$ cat config.mk
export PLATFORM = sky130hd
export DESIGN_NAME = gen_lin
export DESIGN_NICKNAME = d
export VERILOG_FILES = /design/src/gen_pkg.sv /design/src/gen_lin.sv
export SDC_FILE = /design/constraint.sdc
export NUM_CORES = 1
export LEC_CHECK = 0
export CAP_MARGIN = 20
export CORE_UTILIZATION = 55
export DETAILED_ROUTE_END_ITERATION = 10
export DONT_BUFFER_PORTS = 1
export MAX_ROUTING_LAYER = met4
export PLACE_DENSITY = 0.72
export RECOVER_POWER = 50
export SKIP_CTS_REPAIR_TIMING = 1
export SYNTH_ARGS = -nofsm -noshare
export SYNTH_HDL_FRONTEND = slang
export SYNTH_SLANG_ARGS = --single-unit
$ cat constraint.sdc
create_clock -name bus -period 13 [get_ports bus]
set_input_delay 3.9 -clock bus [delete_from_list [all_inputs] [get_ports bus]]
set_output_delay 3.9 -clock bus [all_outputs]
set_load 0.005 [all_outputs]
$ cat src/gen_pkg.sv
// generator shared definitions
// register map, control and mode bit positions,
// sequencer state encoding and gain scaling

`default_nettype none

package gen_pkg;

  //////////////////////////////////////////////////
  // register byte offsets
  //////////////////////////////////////////////////

  localparam logic [6:0] REG_CTL     = 7'h00;
  localparam logic [6:0] REG_TRG     = 7'h08;
  localparam logic [6:0] REG_MODE    = 7'h10;
  localparam logic [6:0] REG_SIZ     = 7'h14;
  localparam logic [6:0] REG_OFF     = 7'h18;
  localparam logic [6:0] REG_STE     = 7'h1c;
  // burst configuration
  localparam logic [6:0] REG_BDL     = 7'h24;
  localparam logic [6:0] REG_BPL     = 7'h28;
  localparam logic [6:0] REG_BPN     = 7'h2c;
  // burst status, read only
  localparam logic [6:0] REG_STS_BPL = 7'h30;
  localparam logic [6:0] REG_STS_BPN = 7'h34;
  // linear stage
  localparam logic [6:0] REG_MUL     = 7'h40;
  localparam logic [6:0] REG_SUM     = 7'h44;
  localparam logic [6:0] REG_ENA     = 7'h48;

  // control register bits, all self clearing
  localparam int CTL_STR = 0;
  localparam int CTL_STP = 1;
  localparam int CTL_SWT = 2;

  // mode register bits
  localparam int MODE_BEN = 0;
  localparam int MODE_INF = 1;

  // gain fraction bits, 2**14 is unity
  localparam int MUL_SHIFT = 14;

  // sequencer state
  typedef enum logic [1:0] {
    st_idle  = 2'd0,
    st_armed = 2'd1,
    st_run   = 2'd2
  } gen_state_t;

endpackage

`default_nettype wire

$ cat src/gen_lin.sv
// linear output stage
// gain multiply, then offset add with saturation and enable,
// two register stages

`timescale 1ns/1ns
`default_nettype none

module gen_lin #(
  parameter int DW = 14
) (
  input  logic                 bus,
  input  logic                 rst,
  // samples from table
  input  logic signed [DW-1:0] smp_dat,
  input  logic                 smp_vld,
  input  logic                 smp_zero,
  // configuration
  input  logic signed [15:0]   cfg_mul,
  input  logic signed [DW-1:0] cfg_sum,
  input  logic                 cfg_ena,
  // DAC side
  output logic signed [DW-1:0] dac_dat,
  output logic                 dac_vld
);

  import gen_pkg::*;

  // full product and scaled product widths
  localparam int MW = DW + 16;
  localparam int SW = MW - MUL_SHIFT;

  logic signed [MW-1:0] prod;
  logic signed [SW-1:0] mul_q;
  logic                 vld_q;
  logic                 zero_q;
  logic signed [SW:0]   sum;
  logic                 ovf_pos;
  logic                 ovf_neg;

  assign prod = smp_dat * cfg_mul;

  //////////////////////////////////////////////////
  // stage 1, gain
  //////////////////////////////////////////////////

  // dropping the low bits is the arithmetic shift
  always_ff @(posedge bus) begin
    mul_q  <= prod[MW-1:MUL_SHIFT];
    zero_q <= smp_zero;
  end

  always_ff @(posedge bus) begin
    if (rst) begin
      vld_q <= 1'b0;
    end else begin
      vld_q <= smp_vld;
    end
  end

  // stage 2, offset and saturation
  assign sum = mul_q + cfg_sum;
  // bits above the DW range must all match the sign
  assign ovf_pos = !sum[SW] && (|sum[SW-1:DW-1]);
  assign ovf_neg = sum[SW] && !(&sum[SW-1:DW-1]);

  always_ff @(posedge bus) begin
    if (zero_q || !cfg_ena) begin
      dac_dat <= '0;
    end else if (ovf_pos) begin
      dac_dat <= {1'b0, {(DW-1){1'b1}}};
    end else if (ovf_neg) begin
      dac_dat <= {1'b1, {(DW-1){1'b0}}};
    end else begin
      dac_dat <= sum[DW-1:0];
    end
  end

  always_ff @(posedge bus) begin
    if (rst) begin
      dac_vld <= 1'b0;
    end else begin
      dac_vld <= vld_q;
    end
  end

endmodule

`default_nettype wire

==> flow_summary_export.csv <==
group,metric,value,unit
synthesis,yosysMostFrequentCell,"inv_1",
synthesis,synthTopCellsByArea,"fa_1, ha_1, inv_1",
placed_design,port_buffers,0,
finish,final_nets,1354,
floorplan,initial_core_util,56.2,%
critical_path,endpoint_kind,"flop",
run_status,status,"complete, but fails checks",
critical_path,required,13.20,ns
global_route,grt_max_degree,17,
critical_path,critical_path.reg2reg.startpoint,"mul_q[0]",
critical_path,slowest_stage,"fa_1",
sta,finalHoldViolations,0,
critical_path,reg2reg_depth,11,
synthesis,yosys_warnings,0,
global_route,grt_pass1_wl,35500,µm
synthesis,ys_types,59,
route,vias,6659,
global_route,grt.total_usage,25.9,%
floorplan,fp.dieH,135,µm
global_route,antenna_found_initial,0,
critical_path,worstPathMaxFanout,14,
route,drc,0,
sta,slew_viol_final,14,
sta,final-setup-viol-count,0,
critical_path,arrival,9.25,ns
sta,max_freq,111,MHz
sta,period_minus_slack,9.05,ns
floorplan,ios,64,
run,maxCapViolCount,1,
clock_tree,h-tree-depth,2,
finish,final_core_util,57.9,%
sta,relSlewSlack,-37.1,%
synthesis,syn_area,0.00969,mm²
sta,finalCritPeriodShare,69.6,%
floorplan,dieArea,0.0182,mm²
clock_tree,clock_latency,0.27,ns
synthesis,synth_top_area_share,45.2,%
finish,syn2layout_area_growth,2.97,%
critical_path,critPathKind,"in2reg",
floorplan,num_rows,48,
route,post_drt_wl_per_cell,16.4,µm
placed_design,dp_hpwl,17000,µm
run_status,violations,"max-capacitance violations, max-slew violations",
global_route,grt_pass1_vias,7554,
synthesis,synth_common_cells,"inv_1, fa_1, nand2_1",
sta,grt_setup_unrepaired,"false",
route,viasPerCell,5.42,
placed_design,place_inst,1220,
route,dr.pass1.iters,5,
synthesis,syn-mean-instance-area,9.44,µm²
synthesis,ys_seq_elements,33,
route,wl,20100,µm
synthesis,synth-async-reset-ratio,0,%
min_path,hp-class,"reg2reg",
global_route,gr-total-overflow,0,
critical_path,slowest_delay,0.54,ns
synthesis,syn_nets,1379,
floorplan,die_x,135,µm
critical_path,critPathLaunch,"cfg_mul[10]",
synthesis,yosysSeqAreaShare,6.82,%
synthesis,synth_edf_count,0,
route,drt_iter0_drc,351,
clock_tree,clockRootBuffer,"clkbuf_16",
critical_path,r2r_slack,8.66,ns
clock_tree,cts_inserted_buffers,5,
clock_tree,clk_pin_slew,0.05,ns
finish,n_antenna_cell,0,
finish,drive_above_1_share,2.99,%
sta,fin_skew,0.00373,ns
critical_path,r2r-end,"dac_dat[9]",
clock_tree,cts_tree,"done",
critical_path,start_kind,"input pin",
clock_tree,cts.sinks,33,
critical_path,crit_path_end,"mul_q[13]",
synthesis,synth_cells,1027,
critical_path,cp_common_cell,"fa_1",
sta,hold_slack,0.435,ns
sta,tns,0,ns
finish,fin_cells,1228,
synthesis,synth_ff_type,"dfxtp_1",
floorplan,fp.coreArea,0.0172,mm²
critical_path,critical_path.cell_chain,"and2_1, fa_1, inv_1, fa_1, inv_1, fa_1, fa_1, fa_1, inv_1, fa_1, inv_1, ha_1, a211o_1, a21oi_1, a21oi_1, a311oi_2, a21o_1, nand2_1, a221oi_2, xnor2_1",
placed_design,gp_congestion,0.878,
clock_tree,cts_max_path_buffers,2,
sta,tightest_slew,2.04,ns
route,ant_nets,0,
synthesis,netlist.top_cell.by_area,"fa_1",
==> layout by cell type (no fill, tap or decap), types with 6 or more instances in the layout <==
cell type  count
inv_1        228
fa_1         219
nand2_1      111
and2_1       108
ha_1          84
dfxtp_1       33
xnor2_1       28
a21oi_1       23
nor2_1        22
o21ai_0       18
a21o_1        13
nand2b_1      12
o21ai_2       11
xor2_1         9
o21ai_1        6
o21a_1         6
nor2b_1        6
==> worst min path at each step <==
| stage | start | to | cells after the start |
|---|---|---|---|
| 2_1_floorplan | vld_q | dac_vld | 1 |
| 3_3_place_gp | vld_q | dac_vld | 1 |
| 3_5_place_dp | vld_q | dac_vld | 1 |
| 4_1_cts | vld_q | dac_vld | 1 |
| 5_1_grt | vld_q | dac_vld | 1 |
| 6_report | vld_q | dac_vld | 1 |
==> per-layer routing <==
metal | GRT usage [%] | share of wire [%]
met4 | 11.2 | 5.3
met1 | 28.8 | 38
met5 | - | 0
met3 | 2.78 | 3.6
met2 | 46.8 | 53
==> final cells by class <==
class                      instances  area [µm²]
multi-input combinational        733        8000
fill                            1538        7260
inverter                         228         856
sequential                        33         661
tap                              225         282
clock buffer                       7         143
clock inverter                     1        30.0
timing repair buffer               1        7.51
==> through the flow <==
step | worst slack (ns) | area, µm²
finish | 3.95 | 9980
global route | 3.60 | 9980
CTS | 3.96 | 10000
detailed placement | 3.70 | 9840
global placement | 3.78 | 9840
floorplan | 3.87 | 9690
==> critical path: cells and delay by family <==
family                   cells  cell delay, ns
XOR/XNOR                     1            0.14
AND/OR/NAND/NOR              2            0.27
adder cells (fa/ha/maj)      7            3.31
AO/OA/AOI/OAI                6            1.43
buffers and inverters        4            0.19
==> state kept, by name, indices dropped and copies added, names as in the netlist <==
name / count
dac_vld: 1
vld_q: 1
dac_dat: 14
zero_q: 1
mul_q: 16
==> kinds of logic after synthesis <==
kind of cell    count (synthesis)  share of synthesized area [%]
compound gates                104                           7.72
xor+xnor                       37                           3.34
fa+ha+maj                     303                           56.1
buf+inv                       261                           10.3
flops                          33                           6.82
mux                             2                          0.207
simple gates                  287                           15.5
Power is left out: the tool's default activity adds up to more than one toggle a clock period on the data nets, which glitch-free logic cannot reach.
