### src/gen_pkg.sv
// generator shared definitions
// register map, control and mode bit positions,
// sequencer state encoding and gain scaling

`default_nettype none

package gen_pkg;

  //////////////////////////////////////////////////
  // register byte offsets
  //////////////////////////////////////////////////

  localparam logic [6:0] REG_CTL     = 7'h00;
  localparam logic [6:0] REG_TRG     = 7'h08;
  localparam logic [6:0] REG_MODE    = 7'h10;
  localparam logic [6:0] REG_SIZ     = 7'h14;
  localparam logic [6:0] REG_OFF     = 7'h18;
  localparam logic [6:0] REG_STE     = 7'h1c;
  // burst configuration
  localparam logic [6:0] REG_BDL     = 7'h24;
  localparam logic [6:0] REG_BPL     = 7'h28;
  localparam logic [6:0] REG_BPN     = 7'h2c;
  // burst status, read only
  localparam logic [6:0] REG_STS_BPL = 7'h30;
  localparam logic [6:0] REG_STS_BPN = 7'h34;
  // linear stage
  localparam logic [6:0] REG_MUL     = 7'h40;
  localparam logic [6:0] REG_SUM     = 7'h44;
  localparam logic [6:0] REG_ENA     = 7'h48;

  // control register bits, all self clearing
  localparam int CTL_STR = 0;
  localparam int CTL_STP = 1;
  localparam int CTL_SWT = 2;

  // mode register bits
  localparam int MODE_BEN = 0;
  localparam int MODE_INF = 1;

  // gain fraction bits, 2**14 is unity
  localparam int MUL_SHIFT = 14;

  // sequencer state
  typedef enum logic [1:0] {
    st_idle  = 2'd0,
    st_armed = 2'd1,
    st_run   = 2'd2
  } gen_state_t;

endpackage

`default_nettype wire

### src/gen_regs.sv
// generator register block
// decodes register bus writes into configuration,
// turns control writes into pulses, masks external triggers,
// returns status on reads and raises the interrupt

`timescale 1ns/1ns
`default_nettype none

module gen_regs #(
  parameter int DW  = 14,
  parameter int CWM = 10,
  parameter int CWF = 16,
  parameter int CWL = 32,
  parameter int CWN = 16,
  parameter int TN  = 4
) (
  input  logic                       bus,
  input  logic                       rst,
  // register bus
  input  logic                       wen,
  input  logic                       ren,
  input  logic [6:0]                 addr,
  input  logic [31:0]                wdata,
  output logic [31:0]                rdata,
  output logic                       ack,
  // triggers, status, interrupt
  input  logic [TN-1:0]              trg,
  input  gen_pkg::gen_state_t        sts_state,
  input  logic [CWL-1:0]             sts_bpl,
  input  logic [CWN-1:0]             sts_bpn,
  input  logic                       lst,
  output logic                       irq,
  // control pulses to sequencer
  output logic                       ctl_str,
  output logic                       ctl_stp,
  output logic                       ctl_trg,
  // configuration
  output logic                       cfg_ben,
  output logic                       cfg_inf,
  output logic [CWM+CWF-1:0]         cfg_siz,
  output logic [CWM+CWF-1:0]         cfg_off,
  output logic [CWM+CWF-1:0]         cfg_ste,
  output logic [CWM-1:0]             cfg_bdl,
  output logic [CWL-1:0]             cfg_bpl,
  output logic [CWN-1:0]             cfg_bpn,
  output logic signed [15:0]         cfg_mul,
  output logic signed [DW-1:0]       cfg_sum,
  output logic                       cfg_ena
);

  import gen_pkg::*;

  // trigger mask
  logic [TN-1:0] cfg_trg;
  // write to the control register
  logic          ctl_wen;

  assign ctl_wen = wen && (addr == REG_CTL);

  // one cycle acknowledge for every access
  always_ff @(posedge bus) begin
    if (rst) begin
      ack <= 1'b0;
    end else begin
      ack <= wen || ren;
    end
  end

  //////////////////////////////////////////////////
  // configuration writes
  //////////////////////////////////////////////////

  always_ff @(posedge bus) begin
    if (rst) begin
      cfg_trg <= '0;
      cfg_ben <= 1'b0;
      cfg_inf <= 1'b0;
      cfg_siz <= '0;
      cfg_off <= '0;
      cfg_ste <= '0;
      cfg_bdl <= '0;
      cfg_bpl <= '0;
      cfg_bpn <= '0;
      cfg_mul <= '0;
      cfg_sum <= '0;
      cfg_ena <= 1'b0;
    end else if (wen) begin
      case (addr)
        REG_TRG: cfg_trg <= wdata[TN-1:0];
        REG_MODE: begin
          cfg_ben <= wdata[MODE_BEN];
          cfg_inf <= wdata[MODE_INF];
        end
        // fixed point pointer settings
        REG_SIZ: cfg_siz <= wdata[CWM+CWF-1:0];
        REG_OFF: cfg_off <= wdata[CWM+CWF-1:0];
        REG_STE: cfg_ste <= wdata[CWM+CWF-1:0];
        // burst shape
        REG_BDL: cfg_bdl <= wdata[CWM-1:0];
        REG_BPL: cfg_bpl <= wdata[CWL-1:0];
        REG_BPN: cfg_bpn <= wdata[CWN-1:0];
        // linear stage
        REG_MUL: cfg_mul <= signed'(wdata[15:0]);
        REG_SUM: cfg_sum <= signed'(wdata[DW-1:0]);
        REG_ENA: cfg_ena <= wdata[0];
        default: ;
      endcase
    end
  end

  //////////////////////////////////////////////////
  // control pulses and trigger
  //////////////////////////////////////////////////

  // high for one cycle, one cycle after the write
  always_ff @(posedge bus) begin
    if (rst) begin
      ctl_str <= 1'b0;
      ctl_stp <= 1'b0;
      ctl_trg <= 1'b0;
    end else begin
      ctl_str <= ctl_wen && wdata[CTL_STR];
      ctl_stp <= ctl_wen && wdata[CTL_STP];
      // software trigger or any enabled external one
      ctl_trg <= (ctl_wen && wdata[CTL_SWT]) || (|(trg & cfg_trg));
    end
  end

  // read mux, unmapped offsets give 0
  always_ff @(posedge bus) begin
    if (ren) begin
      case (addr)
        REG_CTL:     rdata <= 32'(sts_state);
        REG_TRG:     rdata <= 32'(cfg_trg);
        REG_MODE:    rdata <= 32'({cfg_inf, cfg_ben});
        REG_SIZ:     rdata <= 32'(cfg_siz);
        REG_OFF:     rdata <= 32'(cfg_off);
        REG_STE:     rdata <= 32'(cfg_ste);
        REG_BDL:     rdata <= 32'(cfg_bdl);
        REG_BPL:     rdata <= 32'(cfg_bpl);
        REG_BPN:     rdata <= 32'(cfg_bpn);
        REG_STS_BPL: rdata <= 32'(sts_bpl);
        REG_STS_BPN: rdata <= 32'(sts_bpn);
        // signed values come back sign extended
        REG_MUL:     rdata <= 32'(cfg_mul);
        REG_SUM:     rdata <= 32'(cfg_sum);
        REG_ENA:     rdata <= 32'(cfg_ena);
        default:     rdata <= '0;
      endcase
    end
  end

  // interrupt one cycle after last period
  always_ff @(posedge bus) begin
    if (rst) begin
      irq <= 1'b0;
    end else begin
      irq <= lst;
    end
  end

endmodule

`default_nettype wire

### config.mk
export PLATFORM = sky130hd
export DESIGN_NAME = gen_regs
export DESIGN_NICKNAME = d
export VERILOG_FILES = /design/src/gen_pkg.sv /design/src/gen_regs.sv
export SDC_FILE = /design/constraint.sdc
export NUM_CORES = 1
export LEC_CHECK = 0
export BUFFER_PORTS_ARGS = -buffer_cell sky130_fd_sc_hd__buf_2
export CORE_MARGIN = 2
export CORE_UTILIZATION = 46
export DETAILED_ROUTE_END_ITERATION = 7
export PLACE_DENSITY_LB_ADDON = 0.2
export SLEW_MARGIN = 20
export SYNTH_ARGS = -nofsm -noshare
export SYNTH_HDL_FRONTEND = slang
export SYNTH_SLANG_ARGS = --single-unit
export TNS_END_PERCENT = 10
### constraint.sdc
create_clock -name bus -period 2.1 [get_ports bus]
set_input_delay 0.105 -clock bus [delete_from_list [all_inputs] [get_ports bus]]
set_output_delay 0.105 -clock bus [all_outputs]
set_load 0.05 [all_outputs]
==> impl_metrics.ini <==
[outcome]
status = finished, final reports clean

[floorplanning]
start_util_pct = 47.13
dieArea_sq_um = 21150
row_count = 51
io_pins = 304
die_height_um = 145.4
die_w_um = 145.4
core_sq_um = 19530

[global_routing]
grt_pass1_vias = 9084
grtUsageTotal_pct = 32.63
grt_overflow = 0
grt_antenna_before_repair = 1
grt_pass1_wl_um = 54210
grt_max_degree = 93

[worst_setup_path]
critPathArrivalTime_ns = 2.19
critPathTopFamily = buffers and inverters
crit_chain = a22oi_1 -> dlygate4sd3_1 -> a31oi_1 -> dlygate4sd3_1
path_buf_inv = 2
cpPeakStageDelay_ns = 0.57
path_class = register to register
cpMostUsedCell = dlygate4sd3_1
required_ns = 2.49
startpoint_type = register
worstSetupEndpointType = register
slowest_stage = dlygate4sd3_1
crit_fanout = 3

[clock_network]
clkSinkCount = 210
worstSkewPairLatency_ns = 0.51
cts_root_buf = clkbuf_16
clkSlewWorstSetupHoldPaths_ns = 0.06
h-tree-depth = 1
cts_buffer_depth = 3
cts_resized = 0
cts_buffers = 23
post_cts_buffers = 0
cts_tree = done

[sta]
final-max-slew-violation-count = 0
rsz0062_at_grt = no
skew_ns = 0.01013
setup_viol = 0
finalCritPeriodShare_pct = 85.32
fin_tns_setup_ns = 0
fmax_mhz = 558.1
fin_crit_ns = 1.792
slew-limit-headroom_pct = 43.48
tightest_slew_ns = 0.8461
final_hold_viol_count = 0

[detailed_routing]
wl_per_cell_um = 21.32
via_per_inst = 5.763
remaining_drc_errors = 0
vias = 9821
drtPass1Iterations = 7
routed_wl_um = 36330
drt_iter0_drc = 1033
antenna_left = 0

[cells_and_area]
final_util_pct = 62.58
drive_gt1_share_pct = 28.63
nets = 1521
area_growth_pct = 32.78
stdcell_area_sq_um = 12220
insertedDiodeCount = 0

[power_and_ir_drop]
total_power_uw = 8615
ir_drop_mv = 0.4848
power.density_nw_per_um2 = 705.0
power.leakage_uw = 0.005038

[placement]
dpl.hpwl_um = 25300
portBuffers = 303
placed_area_sq_um = 10970
place_congestion = 0.9602

[logic_synthesis]
synth-main-ff-cell = dfxtp_1
postSynthAreaPerCell_sq_um = 8.435
seq_area_frac_synth_pct = 49.16
yosys_warnings = 0
async_flop_share_pct = 0
synth-edff-count = 32
mappedNetlistArea_sq_um = 9203
syn_nets = 1189
synth_cells = 1091
synth_seq_cells = 210
synth.distinct_cells = 63

[hold_path]
min_path_type = input pin to register

[flow_run]
drv_cap = 0
[metal layers]
layer	vias to the layer above	part of all wire, %	global-route usage [%]
met5	-	0	0
met4	0	2.4	9.510
met3	63	10	6.991
met2	565	47	53.01
met1	4716	40	44.00
li1	4477	-	-
[where the power goes]
part,internal [uW],switching [uW],total [uW]
clock network,2150,1620,3770
registers,4110,16.4,4130
logic,242,479,720
[final cells by class]
cell class                      instances  area (sq um)
Clock inverter                          5         30.03
Tap cell                              265         331.6
Multi-Input combinational cell        781          4200
Clock buffer                           36         655.6
Fill cell                            1758          7307
Sequential cell                       210          4524
Timing Repair Buffer                  407          2477
[timing repair]
item,CTS,global route
endpoints found under the setup margin,0,0
endpoints found under the hold margin,190,0
hold buffers,56,0
[synthesized netlist by cell type, drive strengths merged (2+ instances only)]
cell type	number	area, sq um
nand2	342	1284
dfxtp	178	3563
a21oi	167	835.8
a22oi	63	473.0
buf	57	311.5
clkbuf	43	166.4
edfxtp	32	960.9
nor2	20	75.07
mux2i	18	180.2
mux2	17	191.4
nand3	16	95.09
and3	11	68.82
o211ai	11	82.58
o22ai	9	56.30
a221o	8	80.08
or3	8	50.05
nand4	7	43.79
nor2b	7	43.79
a22o	6	52.55
a2bb2oi	5	43.79
nand3b	5	37.54
nor3b	5	52.55
and2	4	27.53
nand2b	4	25.02
nor3	4	20.02
o21ai	4	20.02
nor4b	3	47.54
or2	3	18.77
or3b	3	26.28
a211oi	2	15.01
a221oi	2	17.52
a32oi	2	17.52
nand4b	2	17.52
nor4	2	12.51
o221ai	2	17.52
o22a	2	17.52
o2bb2ai	2	17.52
[sequential cells by signal, indices dropped and copies added, names as in the netlist]
name / flops
irq: 1
cfg_bdl: 10
ctl_stp: 1
cfg_mul: 16
cfg_ena: 1
ctl_str: 1
cfg_ben: 1
cfg_ste: 26
cfg_siz: 26
cfg_off: 26
cfg_trg: 4
ack: 1
rdata: 32
cfg_bpn: 16
cfg_bpl: 32
cfg_inf: 1
ctl_trg: 1
cfg_sum: 14
[worst paths after layout]
check	startpoint	to	slack, ns	depth (start not counted)
setup / recovery	cfg_trg[0]	ctl_trg	0.31	4
hold / removal	sts_bpn[2]	rdata[2]	0.03	4
setup reg to reg	cfg_trg[0]	ctl_trg	0.31	4
hold reg to reg	cfg_siz[13]	cfg_siz[13]	0.46	2
[cells in the final DEF (no fill, tap or decap), drive strengths merged, types with 16 or more instances in the layout]
cell / count
a21oi: 167
a22oi: 63
buf: 351
clkbuf: 36
dfxtp: 178
dlygate4sd3: 56
edfxtp: 32
mux2: 17
mux2i: 18
nand2: 342
nand3: 16
nor2: 20
[per-stage QoR]
stage	setup slack, ns	hold WS, ns	std cells
floorplan	0.5488	0.2175	1091
CTS	0.3162	0.01561	1704
finish	0.3083	0.02740	1704
global placement	0.06793	0.3234	1607
global route	0.2639	0.04007	1704
detailed placement	0.06135	0.3310	1607
[tightest hold or removal path, stage by stage]
cell and delay [ns]:
buf_2 0.09, nand3_1 0.06, o31ai_1 0.07, nand3b_1 0.11
[cell families (layout without fill, tap and decap cells)]
logic type | count (synthesis) | after routing | synth area share (%)
simple gates | 452 | 452 | 21.79
compound gates | 294 | 294 | 19.81
flops | 210 | 210 | 49.16
buf+inv | 100 | 448 | 5.194
mux | 35 | 35 | 4.038
(Power assumes the default switching activity.)
